**src/common/mem_pkg.sv**
```systemverilog
package mem_pkg;

    localparam int ADDR_W      = 32;
    localparam int DATA_W      = 32;
    localparam int PTCID_W     = 7;     // Instruction tag
    localparam int CACHE_LINES = 16;    // One word per line
    localparam int INDEX_W     = 4;     // Word address bits 5 to 2
    localparam int TAG_W       = ADDR_W - INDEX_W - 2;

    // REP stepping moves one 32-bit word per element
    localparam logic [ADDR_W-1:0] WORD_BYTES = 4;

    typedef enum logic [1:0] {
        OP_NONE      = 2'd0,    // No memory access, operands only
        OP_LOAD      = 2'd1,
        OP_STORE     = 2'd2,
        OP_REP_STORE = 2'd3     // Store data to count consecutive words
    } mem_op_e;

    typedef enum logic [1:0] {
        SRC_REG  = 2'd0,
        SRC_MEM  = 2'd1,        // Load data
        SRC_IMM  = 2'd2,
        SRC_ADDR = 2'd3         // Effective address
    } opsel_e;

    typedef enum logic {
        REP_IDLE = 1'b0,
        REP_RUN  = 1'b1
    } rep_state_e;

    typedef enum logic {
        C_READY = 1'b0,
        C_FILL  = 1'b1          // Waiting on fill response
    } cache_state_e;

endpackage

```
**src/common/mem_req_if.sv**
```systemverilog
`timescale 1ns/10ps

interface mem_req_if;

    logic                          valid;
    mem_pkg::mem_op_e              op;
    logic [mem_pkg::ADDR_W-1:0]    addr;
    logic [mem_pkg::DATA_W-1:0]    wdata;
    logic [mem_pkg::PTCID_W-1:0]   ptcid;
    logic [mem_pkg::DATA_W-1:0]    reg_val;
    logic [mem_pkg::DATA_W-1:0]    imm;
    mem_pkg::opsel_e               op1_sel;
    mem_pkg::opsel_e               op2_sel;
    logic                          busy;       // Cache holds its input

    modport src (
        output valid, op, addr, wdata, ptcid, reg_val, imm, op1_sel, op2_sel,
        input  busy
    );

    modport dst (
        input  valid, op, addr, wdata, ptcid, reg_val, imm, op1_sel, op2_sel,
        output busy
    );

endinterface

```
**src/rep_unit/rep_addr_gen.sv**
```systemverilog
`timescale 1ns/10ps

module rep_addr_gen (
    input  logic                          clk,
    input  logic                          rst_n_i,
    input  logic                          valid_i,
    input  mem_pkg::mem_op_e              op_i,
    input  logic [mem_pkg::ADDR_W-1:0]    addr_i,
    input  logic [mem_pkg::DATA_W-1:0]    count_i,
    input  logic                          df_i,
    input  logic [mem_pkg::DATA_W-1:0]    store_data_i,
    input  logic [mem_pkg::PTCID_W-1:0]   ptcid_i,
    input  logic [mem_pkg::DATA_W-1:0]    reg_val_i,
    input  logic [mem_pkg::DATA_W-1:0]    imm_i,
    input  mem_pkg::opsel_e               op1_sel_i,
    input  mem_pkg::opsel_e               op2_sel_i,
    output logic                          stall_o,
    mem_req_if.src                        req
);

    mem_pkg::rep_state_e          state_q;
    logic [mem_pkg::DATA_W-1:0]   rem_q;
    logic                         df_q;
    logic [mem_pkg::ADDR_W-1:0]   next_addr;
    logic                         accept;
    logic                         is_rep;
    logic                         advance;

    assign is_rep  = (op_i == mem_pkg::OP_REP_STORE);
    assign stall_o = req.busy || (state_q == mem_pkg::REP_RUN);
    assign accept  = valid_i && !stall_o;
    assign advance = (state_q == mem_pkg::REP_RUN) && !req.busy;    // Next REP element

    assign next_addr = df_q ? (req.addr - mem_pkg::WORD_BYTES)
                            : (req.addr + mem_pkg::WORD_BYTES);

    always_ff @(posedge clk) begin
        if (!rst_n_i) begin
            state_q   <= mem_pkg::REP_IDLE;
            rem_q     <= '0;
            req.valid <= 1'b0;
        end else if (!req.busy) begin
            if (state_q == mem_pkg::REP_RUN) begin
                rem_q <= rem_q - 1'b1;
                if (rem_q == 1) begin
                    state_q <= mem_pkg::REP_IDLE;    // Last element now in request
                end
            end else if (accept) begin
                req.valid <= !(is_rep && (count_i == '0));    // REP of zero issues nothing
                if (is_rep && (count_i > 1)) begin
                    state_q <= mem_pkg::REP_RUN;
                    rem_q   <= count_i - 1'b1;
                end
            end else begin
                req.valid <= 1'b0;    // Taken by cache, nothing new
            end
        end
    end

    // Request fields only change when the cache is free to take them
    always_ff @(posedge clk) begin
        if (advance) begin
            req.addr <= next_addr;
        end else if (accept) begin
            req.op      <= op_i;
            req.addr    <= addr_i;
            req.wdata   <= store_data_i;
            req.ptcid   <= ptcid_i;
            req.reg_val <= reg_val_i;
            req.imm     <= imm_i;
            req.op1_sel <= op1_sel_i;
            req.op2_sel <= op2_sel_i;
            df_q        <= df_i;
        end
    end

endmodule

```
**src/dcache/dcache_ctrl.sv**
```systemverilog
`timescale 1ns/10ps

module dcache_ctrl (
    input  logic                          clk,
    input  logic                          rst_n_i,
    mem_req_if.dst                        req,
    output logic                          fill_req_o,
    output logic [mem_pkg::ADDR_W-1:0]    fill_addr_o,
    input  logic                          fill_valid_i,
    input  logic [mem_pkg::DATA_W-1:0]    fill_data_i,
    output logic                          mem_wr_o,
    output logic [mem_pkg::ADDR_W-1:0]    mem_wr_addr_o,
    output logic [mem_pkg::DATA_W-1:0]    mem_wr_data_o,
    output logic                          res_valid_o,
    output logic [mem_pkg::DATA_W-1:0]    res_data_o,
    output logic [mem_pkg::ADDR_W-1:0]    res_addr_o,
    output logic [mem_pkg::PTCID_W-1:0]   res_ptcid_o,
    output logic [mem_pkg::DATA_W-1:0]    res_reg_o,
    output logic [mem_pkg::DATA_W-1:0]    res_imm_o,
    output mem_pkg::opsel_e               res_op1_sel_o,
    output mem_pkg::opsel_e               res_op2_sel_o
);

    mem_pkg::cache_state_e             state_q;
    logic [mem_pkg::CACHE_LINES-1:0]   line_valid_q;
    logic [mem_pkg::TAG_W-1:0]         tag_q  [mem_pkg::CACHE_LINES];
    logic [mem_pkg::DATA_W-1:0]        data_q [mem_pkg::CACHE_LINES];
    logic [mem_pkg::INDEX_W-1:0]       req_idx;
    logic [mem_pkg::TAG_W-1:0]         req_tag;
    logic [mem_pkg::INDEX_W-1:0]       fill_idx;
    logic [mem_pkg::TAG_W-1:0]         fill_tag;
    logic                              hit;
    logic                              take;
    logic                              is_load;
    logic                              is_store;
    logic                              fill_done;

    assign req_idx  = req.addr[mem_pkg::INDEX_W+1:2];
    assign req_tag  = req.addr[mem_pkg::ADDR_W-1:mem_pkg::INDEX_W+2];
    assign fill_idx = res_addr_o[mem_pkg::INDEX_W+1:2];    // Miss address held in result reg
    assign fill_tag = res_addr_o[mem_pkg::ADDR_W-1:mem_pkg::INDEX_W+2];

    assign hit = line_valid_q[req_idx] && (tag_q[req_idx] == req_tag);

    assign is_load  = (req.op == mem_pkg::OP_LOAD);
    assign is_store = (req.op == mem_pkg::OP_STORE) || (req.op == mem_pkg::OP_REP_STORE);

    assign req.busy  = (state_q == mem_pkg::C_FILL);
    assign take      = req.valid && (state_q == mem_pkg::C_READY);
    assign fill_done = (state_q == mem_pkg::C_FILL) && fill_valid_i;

    // Write port and fill address reuse the result registers
    assign fill_addr_o   = res_addr_o;
    assign mem_wr_addr_o = res_addr_o;
    assign mem_wr_data_o = res_data_o;

    always_ff @(posedge clk) begin
        if (!rst_n_i) begin
            state_q      <= mem_pkg::C_READY;
            line_valid_q <= '0;
            fill_req_o   <= 1'b0;
            mem_wr_o     <= 1'b0;
            res_valid_o  <= 1'b0;
        end else begin
            res_valid_o <= 1'b0;
            mem_wr_o    <= 1'b0;
            if (state_q == mem_pkg::C_READY) begin
                if (take && is_load && !hit) begin
                    state_q    <= mem_pkg::C_FILL;
                    fill_req_o <= 1'b1;
                end else if (take) begin
                    res_valid_o <= 1'b1;
                    mem_wr_o    <= is_store;    // Write-through on every store
                end
            end else if (fill_valid_i) begin
                state_q                <= mem_pkg::C_READY;
                fill_req_o             <= 1'b0;
                res_valid_o            <= 1'b1;
                line_valid_q[fill_idx] <= 1'b1;
            end
        end
    end

    always_ff @(posedge clk) begin
        if (take) begin
            res_addr_o    <= req.addr;
            res_ptcid_o   <= req.ptcid;
            res_reg_o     <= req.reg_val;
            res_imm_o     <= req.imm;
            res_op1_sel_o <= req.op1_sel;
            res_op2_sel_o <= req.op2_sel;
            if (is_load) begin
                res_data_o <= data_q[req_idx];    // Replaced by fill data on a miss
            end else if (is_store) begin
                res_data_o <= req.wdata;
            end else begin
                res_data_o <= '0;
            end
            if (is_store && hit) begin
                data_q[req_idx] <= req.wdata;    // No allocate on store miss
            end
        end else if (fill_done) begin
            res_data_o       <= fill_data_i;
            data_q[fill_idx] <= fill_data_i;
            tag_q[fill_idx]  <= fill_tag;
        end
    end

endmodule

```
**src/hdl/operand_select.sv**
```systemverilog
`timescale 1ns/10ps

module operand_select (
    input  logic                          clk,
    input  logic                          rst_n_i,
    input  logic                          res_valid_i,
    input  logic [mem_pkg::DATA_W-1:0]    res_data_i,
    input  logic [mem_pkg::ADDR_W-1:0]    res_addr_i,
    input  logic [mem_pkg::PTCID_W-1:0]   res_ptcid_i,
    input  logic [mem_pkg::DATA_W-1:0]    res_reg_i,
    input  logic [mem_pkg::DATA_W-1:0]    res_imm_i,
    input  mem_pkg::opsel_e               res_op1_sel_i,
    input  mem_pkg::opsel_e               res_op2_sel_i,
    output logic                          out_valid_o,
    output logic [mem_pkg::PTCID_W-1:0]   out_ptcid_o,
    output logic [mem_pkg::ADDR_W-1:0]    out_addr_o,
    output logic [mem_pkg::DATA_W-1:0]    op1_o,
    output logic [mem_pkg::DATA_W-1:0]    op2_o
);

    logic [mem_pkg::DATA_W-1:0] op1_d;
    logic [mem_pkg::DATA_W-1:0] op2_d;

    function automatic logic [mem_pkg::DATA_W-1:0] pick_operand(
        input mem_pkg::opsel_e               sel,
        input logic [mem_pkg::DATA_W-1:0]    reg_val,
        input logic [mem_pkg::DATA_W-1:0]    mem_data,
        input logic [mem_pkg::DATA_W-1:0]    imm,
        input logic [mem_pkg::ADDR_W-1:0]    addr
    );
        logic [mem_pkg::DATA_W-1:0] val;
        case (sel)
            mem_pkg::SRC_REG:  val = reg_val;
            mem_pkg::SRC_MEM:  val = mem_data;
            mem_pkg::SRC_IMM:  val = imm;
            mem_pkg::SRC_ADDR: val = addr;
            default:           val = reg_val;
        endcase
        return val;
    endfunction

    assign op1_d = pick_operand(res_op1_sel_i, res_reg_i, res_data_i, res_imm_i, res_addr_i);
    assign op2_d = pick_operand(res_op2_sel_i, res_reg_i, res_data_i, res_imm_i, res_addr_i);

    always_ff @(posedge clk) begin
        if (!rst_n_i) begin
            out_valid_o <= 1'b0;
        end else begin
            out_valid_o <= res_valid_i;
        end
    end

    // Operands hold between results
    always_ff @(posedge clk) begin
        if (res_valid_i) begin
            out_ptcid_o <= res_ptcid_i;
            out_addr_o  <= res_addr_i;
            op1_o       <= op1_d;
            op2_o       <= op2_d;
        end
    end

endmodule

```
**src/hdl/mem_stage_top.sv**
```systemverilog
`timescale 1ns/10ps

module mem_stage_top (
    input  logic                          clk,
    input  logic                          rst_n_i,
    input  logic                          valid_i,
    input  mem_pkg::mem_op_e              op_i,
    input  logic [mem_pkg::ADDR_W-1:0]    addr_i,
    input  logic [mem_pkg::DATA_W-1:0]    count_i,
    input  logic                          df_i,
    input  logic [mem_pkg::DATA_W-1:0]    store_data_i,
    input  logic [mem_pkg::DATA_W-1:0]    reg_val_i,
    input  logic [mem_pkg::DATA_W-1:0]    imm_i,
    input  mem_pkg::opsel_e               op1_sel_i,
    input  mem_pkg::opsel_e               op2_sel_i,
    input  logic [mem_pkg::PTCID_W-1:0]   ptcid_i,
    output logic                          stall_o,
    output logic                          fill_req_o,
    output logic [mem_pkg::ADDR_W-1:0]    fill_addr_o,
    input  logic                          fill_valid_i,
    input  logic [mem_pkg::DATA_W-1:0]    fill_data_i,
    output logic                          mem_wr_o,
    output logic [mem_pkg::ADDR_W-1:0]    mem_wr_addr_o,
    output logic [mem_pkg::DATA_W-1:0]    mem_wr_data_o,
    output logic                          out_valid_o,
    output logic [mem_pkg::PTCID_W-1:0]   out_ptcid_o,
    output logic [mem_pkg::ADDR_W-1:0]    out_addr_o,
    output logic [mem_pkg::DATA_W-1:0]    op1_o,
    output logic [mem_pkg::DATA_W-1:0]    op2_o
);

    logic                          res_valid;
    logic [mem_pkg::DATA_W-1:0]    res_data;
    logic [mem_pkg::ADDR_W-1:0]    res_addr;
    logic [mem_pkg::PTCID_W-1:0]   res_ptcid;
    logic [mem_pkg::DATA_W-1:0]    res_reg;
    logic [mem_pkg::DATA_W-1:0]    res_imm;
    mem_pkg::opsel_e               res_op1_sel;
    mem_pkg::opsel_e               res_op2_sel;

    mem_req_if req_if ();

    rep_addr_gen i_rep_addr_gen (
        .clk          (clk),
        .rst_n_i      (rst_n_i),
        .valid_i      (valid_i),
        .op_i         (op_i),
        .addr_i       (addr_i),
        .count_i      (count_i),
        .df_i         (df_i),
        .store_data_i (store_data_i),
        .ptcid_i      (ptcid_i),
        .reg_val_i    (reg_val_i),
        .imm_i        (imm_i),
        .op1_sel_i    (op1_sel_i),
        .op2_sel_i    (op2_sel_i),
        .stall_o      (stall_o),
        .req          (req_if.src)
    );

    dcache_ctrl i_dcache_ctrl (
        .clk           (clk),
        .rst_n_i       (rst_n_i),
        .req           (req_if.dst),
        .fill_req_o    (fill_req_o),
        .fill_addr_o   (fill_addr_o),
        .fill_valid_i  (fill_valid_i),
        .fill_data_i   (fill_data_i),
        .mem_wr_o      (mem_wr_o),
        .mem_wr_addr_o (mem_wr_addr_o),
        .mem_wr_data_o (mem_wr_data_o),
        .res_valid_o   (res_valid),
        .res_data_o    (res_data),
        .res_addr_o    (res_addr),
        .res_ptcid_o   (res_ptcid),
        .res_reg_o     (res_reg),
        .res_imm_o     (res_imm),
        .res_op1_sel_o (res_op1_sel),
        .res_op2_sel_o (res_op2_sel)
    );

    operand_select i_operand_select (
        .clk           (clk),
        .rst_n_i       (rst_n_i),
        .res_valid_i   (res_valid),
        .res_data_i    (res_data),
        .res_addr_i    (res_addr),
        .res_ptcid_i   (res_ptcid),
        .res_reg_i     (res_reg),
        .res_imm_i     (res_imm),
        .res_op1_sel_i (res_op1_sel),
        .res_op2_sel_i (res_op2_sel),
        .out_valid_o   (out_valid_o),
        .out_ptcid_o   (out_ptcid_o),
        .out_addr_o    (out_addr_o),
        .op1_o         (op1_o),
        .op2_o         (op2_o)
    );

endmodule

```
**config.mk**
```make
export PLATFORM = sky130hd
export DESIGN_NAME = mem_stage_top
export DESIGN_NICKNAME = d
export VERILOG_FILES = /design/src/common/mem_pkg.sv /design/src/common/mem_req_if.sv /design/src/rep_unit/rep_addr_gen.sv /design/src/dcache/dcache_ctrl.sv /design/src/hdl/operand_select.sv /design/src/hdl/mem_stage_top.sv
export SDC_FILE = /design/constraint.sdc
export NUM_CORES = 1
export LEC_CHECK = 0
export BUFFER_PORTS_ARGS = -buffer_cell sky130_fd_sc_hd__buf_2
export CAP_MARGIN = 20
export CORE_UTILIZATION = 45
export DETAILED_ROUTE_END_ITERATION = 12
export HOLD_SLACK_MARGIN = 0.08
export SLEW_MARGIN = 10
export SYNTH_ARGS = -nofsm -noshare
export SYNTH_HDL_FRONTEND = slang
export SYNTH_SLANG_ARGS = --single-unit
```
**constraint.sdc**
```tcl
create_clock -name clk -period 12.5 [get_ports clk]
set_input_delay 2.5 -clock clk [delete_from_list [all_inputs] [get_ports clk]]
set_output_delay 2.5 -clock clk [all_outputs]
set_load 0.03 [all_outputs]
```
== Word-level counts from Yosys, hierarchy flattened ==
Memory sizes are Yosys's and may differ from the RTL's. A register that Yosys moved wholly into a read port is not among the register bits.
Index checks and enable logic that the tools add are counted.
Word-level totals
  flip-flop bits (word level): 439
  output and inout port bits: 203
  latch bits: 0
  input bits: 210
  memories kept: 2
  ROM bits: 0
  word-level logic and storage cells: 132
  bits in writable memories: 928
Cells by class
  shift operators: 0
  add/subtract/negate cells: 4
  multipliers: 0
  order comparisons: 4
  div/mod/pow operators: 0
  multiplexer cells: 42
  eq/ne operators: 13
  bitwise gates (word level): 6
  reduce and logical (&&, ||, !) cells: 32
Memories
  i_dcache_ctrl.data_q: words 16, bits a word 32, rd ports 1, clocked after Yosys merged registers in 1, wr ports 1, line dcache_ctrl.sv:27  | logic [mem_pkg::DATA_W-1:0] data_q [mem_pkg::CACHE_LINES];
  i_dcache_ctrl.tag_q: words 16, bits a word 26, rd ports 1, clocked after Yosys merged registers in 1, wr ports 1, line dcache_ctrl.sv:26  | logic [mem_pkg::TAG_W-1:0] tag_q [mem_pkg::CACHE_LINES];
Operators with widths (number)
  $mux W32: 11
  $pmux W32 S4: 2
  $sub A32 B1 Y32 const B: 2
  $add A32 B3 Y32 const B: 1
  $eq A32 B1 Y1 const B: 1
  $gt A32 B1 Y1 const B: 1
  $logic_not A32 Y1: 1
  $reduce_or A32 Y1: 1
  $sub A32 B3 Y32 const B: 1
  $eq A26 B26 Y1: 1
  $mux W1: 24
  $or A16 B16 Y16: 1
  $eq A2 B2 Y1 const B: 7
  $mux W4: 3
  $logic_and A1 B1 Y1: 11
  $lt A4 B5 Y1 const B: 2
  $reduce_bool A2 Y1: 5
  $reduce_and A2 Y1: 4
  $eq A2 B1 Y1 const B: 3
  $not A1 Y1: 5
  $bmux W1 S4: 1
  $demux W1 S4: 1
  $ge A4 B1 Y1 const B: 1
  $logic_not A1 Y1: 4
  other kinds (5): 7

== Longest topological paths before layout ==
Gate-level depths: netlist of run 1.
  word-level depth: 8
  gate-level depth with buffers: 14
  mapped depth without buffers: 12

== Modules after synthesis ==
From an unflattened synthesis of run 1, not the netlist that was laid out.
Unflattened totals
  cells, all modules: 3026
  area, all modules: 56182.6 um2
Modules (own cells, without submodules)
  dcache_ctrl: sequential area each 32441.1 um2, cells each 2058, area each 42747.2 um2, times used 1
  rep_addr_gen: sequential area each 4944.7 um2, cells each 785, area each 8687.1 um2, times used 1
  operand_select: sequential area each 3113.0 um2, cells each 183, area each 4748.3 um2, times used 1

== Worst setup path before layout of run 1 ==
Ideal clock, no wire load.
  path kind: input port to flip-flop
  start point: input valid_i
  end point: register i_rep_addr_gen.rem_q[10] (netlist name)
  library setup time: 0.128 ns
  stages: 8
  required time: 12.372 ns
  arrival: 6.075 ns
  buffers on the path: 2
  path slack: 6.297 ns
  cell sequence: nand2_1 inv_1 o2111ai_2 and2_1 buf_4 buf_4 a221oi_1 nor2_1
On the way
  word-level cells in the longest chain between the ends: 3
Ends and longest elaborated chain
  start: declaration: line mem_stage_top.sv:6  | input logic valid_i,
  $logic_and A1 B1 Y1: line rep_addr_gen.sv:31  | assign accept = valid_i && !stall_o;
  $reduce_bool A2 Y1 (no line)
  $reduce_and A3 Y1 (no line)
  end signal: assignment: line rep_addr_gen.sv:44  | rem_q <= rem_q - 1'b1;
  end signal: assignment: line rep_addr_gen.sv:52  | rem_q <= count_i - 1'b1;
  end: declaration: line rep_addr_gen.sv:22  | logic [mem_pkg::DATA_W-1:0] rem_q;
No other way between the ends.
A chain may end at the register's enable or synchronous reset.

== Final worst setup path of run 1 ==
  start point: input count_i[8] (netlist name)
  end point: register i_rep_addr_gen.rem_q[29] (netlist name)
On the way
  word-level cells in the longest chain between the ends: 4
  elaborated cells on any way between the ends: 8
  those cells by class: 1 x add/sub; 1 x order compare; 3 x mux; 3 x reduce/logical
Ends and longest elaborated chain
  start: declaration: line mem_stage_top.sv:9  | input logic [mem_pkg::DATA_W-1:0] count_i,
  $sub A32 B1 Y32 or $gt A32 B1 Y1 (tied branches): line rep_addr_gen.sv:52, rep_addr_gen.sv:50
  $mux W32 or $logic_and A1 B1 Y1 (tied branches): line rep_addr_gen.sv:50  | if (is_rep && (count_i > 1)) begin
  $mux W32 or $reduce_bool A2 Y1 (tied branches)
  $mux W32 or $reduce_and A3 Y1 (tied branches)
Parallel ways exist; a longest one is shown, timed or not. The select of a mux whose other input is x is not followed.

==> results of run 1 <==
## stage by stage
stage	std cells	total power, mW	setup slack (ns)	area, um^2	util, %
floorplan	2869	6.168	6.297	55190	-
global placement	4810	6.537	5.925	59220	48.66
detailed placement	4813	6.563	5.910	59310	48.73
CTS	5076	10.75	6.690	63910	52.50
global route	5084	10.99	6.248	63940	52.53
finish	5088	10.66	6.608	63950	52.54
## worst max-delay path, cell delays in order
cell and delay (ns):
buf_2 0.12, or4_4 0.54, or4_1 0.56, or4_4 0.54, o2111ai_2 0.76, nand2_1 0.87
nand3_1 0.31, o22ai_1 0.10, a21oi_1 0.15, nor2_1 0.05
## flip-flops by register name (all words and copies together), names as in the netlist, 7 cells and up, named ones only
signal and count:
i_dcache_ctrl.data_q 512, i_dcache_ctrl.tag_q 416, i_dcache_ctrl.fill_addr_o 32, i_dcache_ctrl.mem_wr_data_o 32
i_dcache_ctrl.res_imm_o 32, i_dcache_ctrl.res_reg_o 32, i_operand_select.op1_o 32, i_operand_select.op2_o 32
i_operand_select.out_addr_o 32, i_rep_addr_gen.rem_q 32, i_rep_addr_gen.req.addr 32, i_rep_addr_gen.req.imm 32
i_rep_addr_gen.req.reg_val 32, i_rep_addr_gen.req.wdata 32, i_dcache_ctrl.line_valid_q 16, i_dcache_ctrl.res_ptcid_o 7
i_operand_select.out_ptcid_o 7, i_rep_addr_gen.req.ptcid 7
## where the power goes
part | leakage [nW] | internal, mW | switching (mW) | total (mW)
registers | 12.4 | 5.17 | 0.135 | 5.30
logic | 6.61 | 0.491 | 0.665 | 1.16
clock network | 2.24 | 2.42 | 1.78 | 4.20
## cells by family (layout without fill, tap and decap cells)
logic type,Yosys count,count (layout),share of synthesized area [%]
mux,409,409,15.14
flops,1371,1371,73.52
xor+xnor,93,93,1.476
compound gates,292,292,3.416
other cells,0,11,0
fa+ha+maj,34,34,0.7844
buf+inv,209,792,1.836
simple gates,461,461,3.822
## final timing paths
kind | from | to | slack [ns]
worst min-delay path | i_rep_addr_gen.req.imm[5] | i_dcache_ctrl.res_imm_o[5] | 0.41
worst max-delay path | count_i[8] | i_rep_addr_gen.rem_q[29] | 6.61
worst max register to register | flip-flop | i_dcache_ctrl.data_q[10][18] | 6.79
worst min register to register | i_rep_addr_gen.req.imm[5] | i_dcache_ctrl.res_imm_o[5] | 0.41
## cells in the final DEF, fill, tap and decap left out, types with 42 or more instances in the layout
cell type  count
edfxtp_1    1312
mux4_2       337
xnor2_1       42
dfxtp_1       54
a21oi_1       67
nand2_1      103
buf_2        412
nor2_1       167
xor2_1        51
clkbuf_16    148
buf_4         73
o21ai_0       71
## area by class of cell
cell class | instances | area, um^2
antenna | 11 | 27.53
clock buffer | 189 | 3908
clock inverter | 74 | 691.9
inverter | 38 | 150.1
sequential | 1371 | 40600
tap | 1625 | 2033
fill | 9664 | 57770
multi-input combinational | 1289 | 13800
timing repair buffer | 491 | 2748
## layer usage
metal / share of wire, % / vias to the layer above
met5: 0 / -
met4: 2.5 / 0
met1: 41 / 15890
li1: - / 12640
met3: 6.8 / 208
met2: 50 / 1143
==> key figures, run 1 <==
Route
  – Via/cell ratio: 5.872
  – Drt first-iter violations: 3106
  – First-pass DRT Iterations: 5
  – DRC Markers: 0
  – DR WL/cell: 28.99 um
  – Final wirelength: 147500 um
  – DRT antenna net count: 0
  – Via count: 29880

Logic synthesis
  – Yosys top cell area share: between 70% and 80%
  – Mapped cell area: 0.05519 mm^2
  – Sequential share of the synthesized area: 73.52%
  – Yosys reg bits: 1371
  – Syn Inst Count: 2869
  – Most common cell in the synthesized netlist: edfxtp_1
  – Synth warn: 0
  – Async SR Flop Fraction: 0%
  – Synth top area cells: edfxtp_1, mux4_2, dfxtp_1
  – Largest area contributor in the netlist: edfxtp_1
  – Syn_area_per_cell: 19.24 um^2
  – Synth Net Count: about 3100
  – EDFF count, synth: around 1300
  – Most used DFF post-synth: edfxtp_1
  – Distinct cells, synth: between 60 and 70
  – Commonest cells in the netlist: edfxtp_1, mux4_2, nor2_1, nand2_1, clkbuf_1

Clock network
  – CTS tree: done
  – Clk sinks: 1371
  – Worst-Skew Late Latency: 0.75 ns
  – # hold bufs at CTS: 0
  – Post-CTS sizing: 0
  – Clock root cell: clkbuf_16
  – Clock Pin Slew Worst Setup and Hold Paths: 0.06 ns
  – Post-CTS Setup Bufs: 0
  – Bufs on Longest Clock Path: 3
  – Num CTS Buffers: 146
  – Htree depth: 4

Pwr
  – Cell Pwr Density: around 170 mW/mm^2
  – Leakage: 21.29 nW
  – Worst VDD drop: 0.1567 mV

Status
  – Run status: finished, final reports clean

Floorplan
  – Die boundary width: 352.2 um
  – Die Y: about 350 um
  – Die Area: 0.1241 mm^2
  – Core Area: roughly 0.12 mm^2
  – Rows: approximately 130
  – Num ports: 413
  – Effective utilization at floorplan: 45.35%

Timing
  – Slew margin rel.: 27.21%
  – Worst slew pin tran: roughly 1.1 ns
  – Crit path time final: 5.892 ns
  – RSZ-0062 raised after global routing: false
  – Crit share post-route: 47.13%
  – Fmax: around 170 MHz
  – Slew Viols, Final: 0
  – Setup violators final: 0
  – Setup TNS: 0 ns
  – Hold WS: 0.4092 ns
  – Final hold violation count: 0
  – Worst Skew: 0.03287 ns

GRT
  – Met3 usage: under 10%
  – GRT overflow: 0
  – First-pass GRT wire length: 213200 um
  – Grt met1 use: 32.05%
  – Vias in the first global route: 30750
  – Gr usage total: 23.73%
  – Pin count of the biggest net entering global routing: 103
  – GRT Max-Usage Layer: met2
  – Initial antenna violation count: 16
  – Met2 usage: 39.25%

Hold path
  – Hold depth: 0
  – Hold Crit Class: reg2reg

Cells and area
  – Layout cell share with drive strength beyond 1: 32.42%
  – Layout Area Growth over Synthesis: 15.86%
  – Layout Nets: 3581

Placement
  – GP Congestion: 0.8624
  – Number of port buffers: between 400 and 500
  – Post-DP HPWL: 90710 um

Worst setup path
  – Crit start category: input port
  – Reg2Reg Depth: 11
  – CP Max Fanout: 31
  – Worst EP arrival: ~6.5 ns
  – Crit path kind: in2reg
  – Crit end category: flip-flop
  – CP required: 13.12 ns

Job
  – Max-Cap Viols: 0
No activity file was read; power rests on OpenSTA's default activity.
==> inputs of run 2 (changes only) <==
- clock period: 12.5 -> 5.12 ns (I/O delays scaled with it)
==> run 2 against run 1 <==
  * Wire length increased by 0.36%
  * Non-clock buffer count increased by 23
  * Combinational power increased by 150%
  * Power increased by 140%
  * Hold slack improved by 0.0055 ns
  * Core utilization increased by 0.27 points
  * Clock skew increased by 0.0040 ns
  * Register-to-register slack got worse by 6.2 ns
  * Global-route usage increased by 0.18 points
  * First-iteration DRC count increased by 0.74%
  * Largest cell class unchanged
==> key figures, run 2 (synthesis results as in run 1) <==
Clock network
  – Clock root cell: clkbuf_16
  – Htree depth: 4 (unchanged)
  – Worst-Skew Late Latency: 0.75 ns (about the same)
  – Clk sinks: 1371 (unchanged)
  – Num CTS Buffers: 143 (-2.1%)
  – Post-CTS Setup Bufs: 0 (unchanged)
  – Bufs on Longest Clock Path: 3 (unchanged)
  – Post-CTS sizing: 0 (unchanged)
  – Clock Pin Slew Worst Setup and Hold Paths: 0.06 ns (about the same)
  – CTS tree: done
  – # hold bufs at CTS: 0 (unchanged)

Cells and area
  – Commonest non-fill, non-tap cells in the layout: edfxtp_1, buf_2, mux4_2
  – Final core utilization: 52.81% (+0.27 points)
  – Top flop regs: i_dcache_ctrl.data_q x512, i_dcache_ctrl.tag_q x416
  – Most common cell after layout, fill and taps aside: edfxtp_1
  – Max FFs per register: 512 (unchanged)
  – Cell area after layout: 0.06427 mm^2 (+0.51%)
  – Layout Area Growth over Synthesis: 16.45%
  – Layout cell share with drive strength beyond 1: 32.93% (+0.51 points)
  – Reg with most FFs: i_dcache_ctrl.data_q
  – Layout Nets: 3601 (+0.56%)

Timing
  – Hold WS: 0.4147 ns (+0.005548 ns)
  – Setup violators final: 0 (unchanged)
  – Slew margin rel.: 24.67% (-2.5 points)
  – Crit share post-route: between 80% and 90%
  – Final hold violation count: 0 (unchanged)
  – Setup TNS: 0 ns (unchanged)
  – Slew Viols, Final: 0 (unchanged)
  – Worst slew pin tran: 1.125 ns (+0.03276 ns)
  – Fmax: 222.6 MHz
  – RSZ-0062 raised after global routing: false
  – Worst Skew: 0.03690 ns (+0.004032 ns)
  – Crit path time final: about 4.5 ns

GRT
  – GRT overflow: 0 (unchanged)
  – Initial antenna violation count: 20 (+4)
  – Vias in the first global route: 30520 (-0.75%)
  – First-pass GRT wire length: 214100 um (+0.44%)
  – Gr usage total: 23.91% (+0.18 points)
  – Pin count of the biggest net entering global routing: 110 (+6.8%)

Floorplan
  – Die boundary width: 352.2 um (unchanged)
  – Die Area: 0.1241 mm^2 (unchanged)
  – Rows: 128 (unchanged)
  – Num ports: 413 (unchanged)
  – Core Area: 0.1217 mm^2 (unchanged)
  – Die Y: 352.2 um (unchanged)
  – Effective utilization at floorplan: 45.35% (unchanged)

Worst setup path
  – CP required: 5.53 ns (-7.59 ns)
  – Crit start category: flip-flop
  – CP Max Fanout: 35 (+13%)
  – Crit end category: flip-flop
  – Crit path kind: reg2reg
  – Worst EP arrival: 4.90 ns (-1.61 ns)

Route
  – Via/cell ratio: 5.860 (-0.21%)
  – DRC Markers: 0 (unchanged)
  – DR WL/cell: 29.00 um (about the same)
  – DRT antenna net count: 0 (unchanged)
  – Final wirelength: 148000 um (+0.36%)
  – Via count: 29910 (+0.10%)
  – First-pass DRT Iterations: 5 (unchanged)
  – Drt first-iter violations: 3129 (+0.74%)

Placement
  – GP Congestion: 0.8592 (-0.37%)
  – Number of port buffers: 412 (unchanged)
  – Area post-placement: 0.05961 mm^2 (+0.51%)
  – Post-DP HPWL: 94260 um (+3.9%)

Pwr
  – Power, Total: 25.96 mW (+140%)
  – Leakage: 21.43 nW (+0.69%)
  – Worst VDD drop: 0.3420 mV (+120%)
  – Cell Pwr Density: 403.9 mW/mm^2 (+140%)

Status
  – Run status: finished, final reports clean

Hold path
  – Hold Crit Class: reg2reg

Job
  – Max-Cap Viols: 0 (unchanged)
==> run 2: report_power, final <==
group | total (mW) | leakage, nW | switching (mW) | internal, mW
Clock | 10.1 | 2.23 | 4.31 | 5.83
Combinational | 2.90 | 6.76 | 1.67 | 1.23
Sequential | 12.9 | 12.4 | 0.309 | 12.6
Total | 26.0 | 21.4 | 6.29 | 19.7
==> run 2: worst paths after layout <==
| kind | from | end | slack, ns | depth (start not counted) |
|---|---|---|---|---|
| setup / recovery | flip-flop | i_dcache_ctrl.data_q[14][15] | 0.63 | 11 |
| hold / removal | i_rep_addr_gen.req.reg_val[22] | i_dcache_ctrl.res_reg_o[22] | 0.41 | 0 |
| setup reg to reg | flip-flop | i_dcache_ctrl.data_q[14][15] | 0.63 | 11 |
| hold reg to reg | i_rep_addr_gen.req.reg_val[22] | i_dcache_ctrl.res_reg_o[22] | 0.41 | 0 |
==> run 2: cell type report <==
type,count,area [um^2]
antenna,8,20.02
clock buffer,176,3859
clock inverter,83,715.7
fill,9641,57440
inverter,38,150.1
multi-input combinational,1289,13800
sequential,1371,40600
tap,1625,2033
timing repair buffer,514,3104
==> run 2: per-stage QoR <==
step,setup WS (ns),cells
4_1_cts,0.5905,5093
2_1_floorplan,0.3933,2869
5_1_grt,0.3878,5098
3_3_place_gp,0.7282,4833
3_5_place_dp,0.6329,4834
6_report,0.6284,5104
==> run 2: per-layer routing <==
layer,vias to the layer above,routed length [um],track usage [%]
li1,12670,-,-
met1,15800,59500,32.49
met2,1221,74180,39.90
met3,218,10600,3.891
met4,2,3727,6.991
met5,-,17,0
==> run 2: worst max-delay path: stages (launching register included) <==
cell,delay (ns)
dfxtp_4,0.72
buf_4,0.61
mux4_2,0.41
mux4_2,0.50
xnor2_1,0.28
nand2_1,0.11
a2111oi_2,0.22
buf_4,0.22
nand4_1,0.11
o21ai_1,0.36
nor2b_4,0.24
buf_12,0.28
==> inputs of run 3 (changes only) <==
- PLACE_DENSITY_LB_ADDON: unset -> 0.12
==> run 3 against run 2 <==
  * Maximum frequency is 4.0% higher
  * Final cell count is 0.12% higher
  * Clock power hardly changed
  * Sequential share of layout area is 0.17 points lower
  * Die area stayed put
  * Largest power group unchanged
  * Wire length is 2.7% higher
  * Setup slack better by 0.17 ns
  * Via count is 0.35% higher
  * Sequential cell count stayed put
  * Sequential power hardly changed
  * Register-to-register slack better by 0.17 ns
==> key figures, run 3 (synthesis results as in run 1) <==
Worst setup path
  – Reg2Reg Depth: 12 (+1)
  – CP Cell Sequence: buf_12, mux4_2, and2_1, a211oi_1, a21oi_1, xnor2_1, nand4_1, a2111oi_2, nand4_2, o21a_1, nor2_4, buf_12
  – Largest stage delay on the critical path: 0.76 ns (+0.04 ns)
  – CP Max Fanout: 35 (unchanged)
  – Worst EP arrival: 4.76 ns (-0.14 ns)
  – Max stage delay cell, worst path: dfxtp_4
  – Most frequent cell on the critical path: buf_12
  – Crit start category: flip-flop
  – Critical R2R Capture: i_dcache_ctrl.data_q[5][19]
  – Worst R2R Setup Slack: 0.80 ns (+0.17 ns)
  – Crit end category: flip-flop
  – CP required: 5.56 ns (+0.03 ns)
  – Crit path kind: reg2reg

GRT
  – Gr usage total: 24.67% (+0.76 points)
  – Vias in the first global route: 31070 (+1.8%)
  – First-pass GRT wire length: 219800 um (+2.6%)
  – Initial antenna violation count: 12 (-40%)
  – Pin count of the biggest net entering global routing: 89 (-19%)
  – GRT overflow: 0 (unchanged)

Cells and area
  – Max FFs per register: 512 (unchanged)
  – Final core utilization: 52.95% (+0.14 points)
  – Reg with most FFs: i_dcache_ctrl.data_q
  – Layout Area Growth over Synthesis: 16.76%
  – Post-Layout Cell Count: 5110 (+0.12%)
  – Layout Nets: 3603 (+0.056%)
  – Layout cell share with drive strength beyond 1: 33.06% (+0.13 points)
  – Top flop regs: i_dcache_ctrl.data_q x512, i_dcache_ctrl.tag_q x416
  – Most common cell after layout, fill and taps aside: edfxtp_1
  – Commonest non-fill, non-tap cells in the layout: edfxtp_1, buf_2, mux4_2

Clock network
  – Post-CTS sizing: 0 (unchanged)
  – CTS tree: done
  – Htree depth: 4 (unchanged)
  – Clock root cell: clkbuf_16
  – Clock Pin Slew Worst Setup and Hold Paths: 0.06 ns (about the same)
  – Num CTS Buffers: 149 (+4.2%)
  – Worst-Skew Late Latency: 0.75 ns (about the same)
  – # hold bufs at CTS: 0 (unchanged)
  – Clk sinks: 1371 (unchanged)
  – Post-CTS Setup Bufs: 0 (unchanged)
  – Bufs on Longest Clock Path: 3 (unchanged)

Hold path
  – Hold Crit Class: reg2reg
  – Hold path startpoint: i_rep_addr_gen.req.op1_sel[1]
  – Hold endpoint: i_dcache_ctrl.res_op1_sel_o[1]
  – Hold depth: 0 (unchanged)

Pwr
  – Flop pwr share: 49.4% (-0.4 points)
  – Cell Pwr Density: 406.8 mW/mm^2 (+0.73%)
  – Worst VDD drop: 0.3425 mV (+0.15%)
  – Int Power: 19.85 mW (+0.96%)
  – Clock network power share: 39.5% (+0.4 points)
  – Net Sw Frac: 24.27% (+0.030 points)
  – Power, Total: 26.22 mW (+1.0%)
  – Leakage: 21.51 nW (+0.37%)
  – Net Sw Power: 6.363 mW (+1.1%)
  – Comb pwr share: 11.2% (about the same)

Timing
  – Worst slew pin tran: 1.137 ns (+0.01238 ns)
  – Setup violators final: 0 (unchanged)
  – RSZ-0062 raised after global routing: false
  – Worst Skew: 0.02675 ns (-0.01015 ns)
  – Crit path time final: 4.320 ns (-0.1720 ns)
  – Crit share post-route: 84.37% (-3.4 points)
  – Slew margin rel.: 23.85% (-0.83 points)
  – Setup TNS: 0 ns (unchanged)
  – Fmax: 231.5 MHz (+4.0%)
  – Slew Viols, Final: 0 (unchanged)
  – Hold WS: 0.4146 ns (-0.00006600 ns)
  – Final hold violation count: 0 (unchanged)

Job
  – Max-Cap Viols: 0 (unchanged)

Floorplan
  – Die Area: 0.1241 mm^2 (unchanged)
  – Effective utilization at floorplan: 45.35% (unchanged)
  – Die Y: 352.2 um (unchanged)
  – Num ports: 413 (unchanged)
  – Die boundary width: 352.2 um (unchanged)
  – Core Area: 0.1217 mm^2 (unchanged)
  – Rows: 128 (unchanged)

Route
  – Final wirelength: 152000 um (+2.7%)
  – First-pass DRT Iterations: 6 (+1)
  – DR WL/cell: 29.74 um (+2.5%)
  – Via count: 30020 (+0.35%)
  – Via/cell ratio: 5.874 (+0.24%)
  – DRC Markers: 0 (unchanged)
  – Drt first-iter violations: 2987 (-4.5%)
  – DRT antenna net count: 0 (unchanged)

Placement
  – Placed insts: 4831 (-0.062%)
  – GP Congestion: 0.8714 (+1.4%)
  – Post-DP HPWL: 97370 um (+3.3%)
  – Number of port buffers: 412 (unchanged)

Status
  – Run status: finished, final reports clean
[run 3: layout make-up]
class                   count  area, um^2
clock buffers             195        4100
clock inverters            79       620.6
repair buffers            510        3098
multi-input cells        1289       13840
inverters                  38       153.9
fillers                  9659       57270
well taps                1625        2033
diodes                      3       7.507
flip-flops and latches   1371       40600
[run 3: worst max path at each step]
stage	endpoint	slack (ns)	cells past startpoint
final	i_dcache_ctrl.data_q[5][19]	0.80	12
after global routing	i_dcache_ctrl.data_q[2][9]	0.49	11
after CTS	i_dcache_ctrl.data_q[5][29]	0.73	11
after detailed placement	i_rep_addr_gen.rem_q[27]	0.69	10
after global placement	i_rep_addr_gen.rem_q[7]	0.77	10
after floorplan	i_rep_addr_gen.rem_q[10]	0.39	8
[run 3: critical path, delay by kind of cell, from the launching register on]
family / cells / cell delay, ns
AOI/OAI and AO/OA: 4 / 1.00
DFF: 1 / 0.76
xor gates and xnor gates: 1 / 0.17
and+or+nand+nor: 4 / 0.91
muxes: 1 / 0.53
buffers and inverters: 2 / 0.54
[run 3: layer usage]
| metal | share of wire [%] | vias up | global-route usage [%] |
|---|---|---|---|
| met5 | 0 | - | 0 |
| met4 | 2.6 | 0 | 7.174 |
| met3 | 6.2 | 208 | 4.197 |
| met2 | 50 | 1106 | 40.97 |
| met1 | 41 | 15990 | 33.56 |
| li1 | - | 12710 | - |
[run 3: per-stage QoR]
| step | area [um^2] | setup WS [ns] |
|---|---|---|
| global placement | 59680 | 0.7745 |
| CTS | 64400 | 0.7316 |
| detailed placement | 59680 | 0.6939 |
| finish | 64440 | 0.8004 |
| global route | 64440 | 0.4871 |
| floorplan | 55190 | 0.3933 |
[run 3: power groups by stage]
stage / Sequential (mW) / Clock [mW] / Combinational [mW]
2_1_floorplan: 13.1 / 0 / 1.94
3_3_place_gp: 13.2 / 0 / 2.91
3_5_place_dp: 13.2 / 0 / 2.94
4_1_cts: 13.0 / 10.6 / 2.95
5_1_grt: 13.0 / 11.0 / 3.14
6_report: 12.9 / 10.3 / 2.92
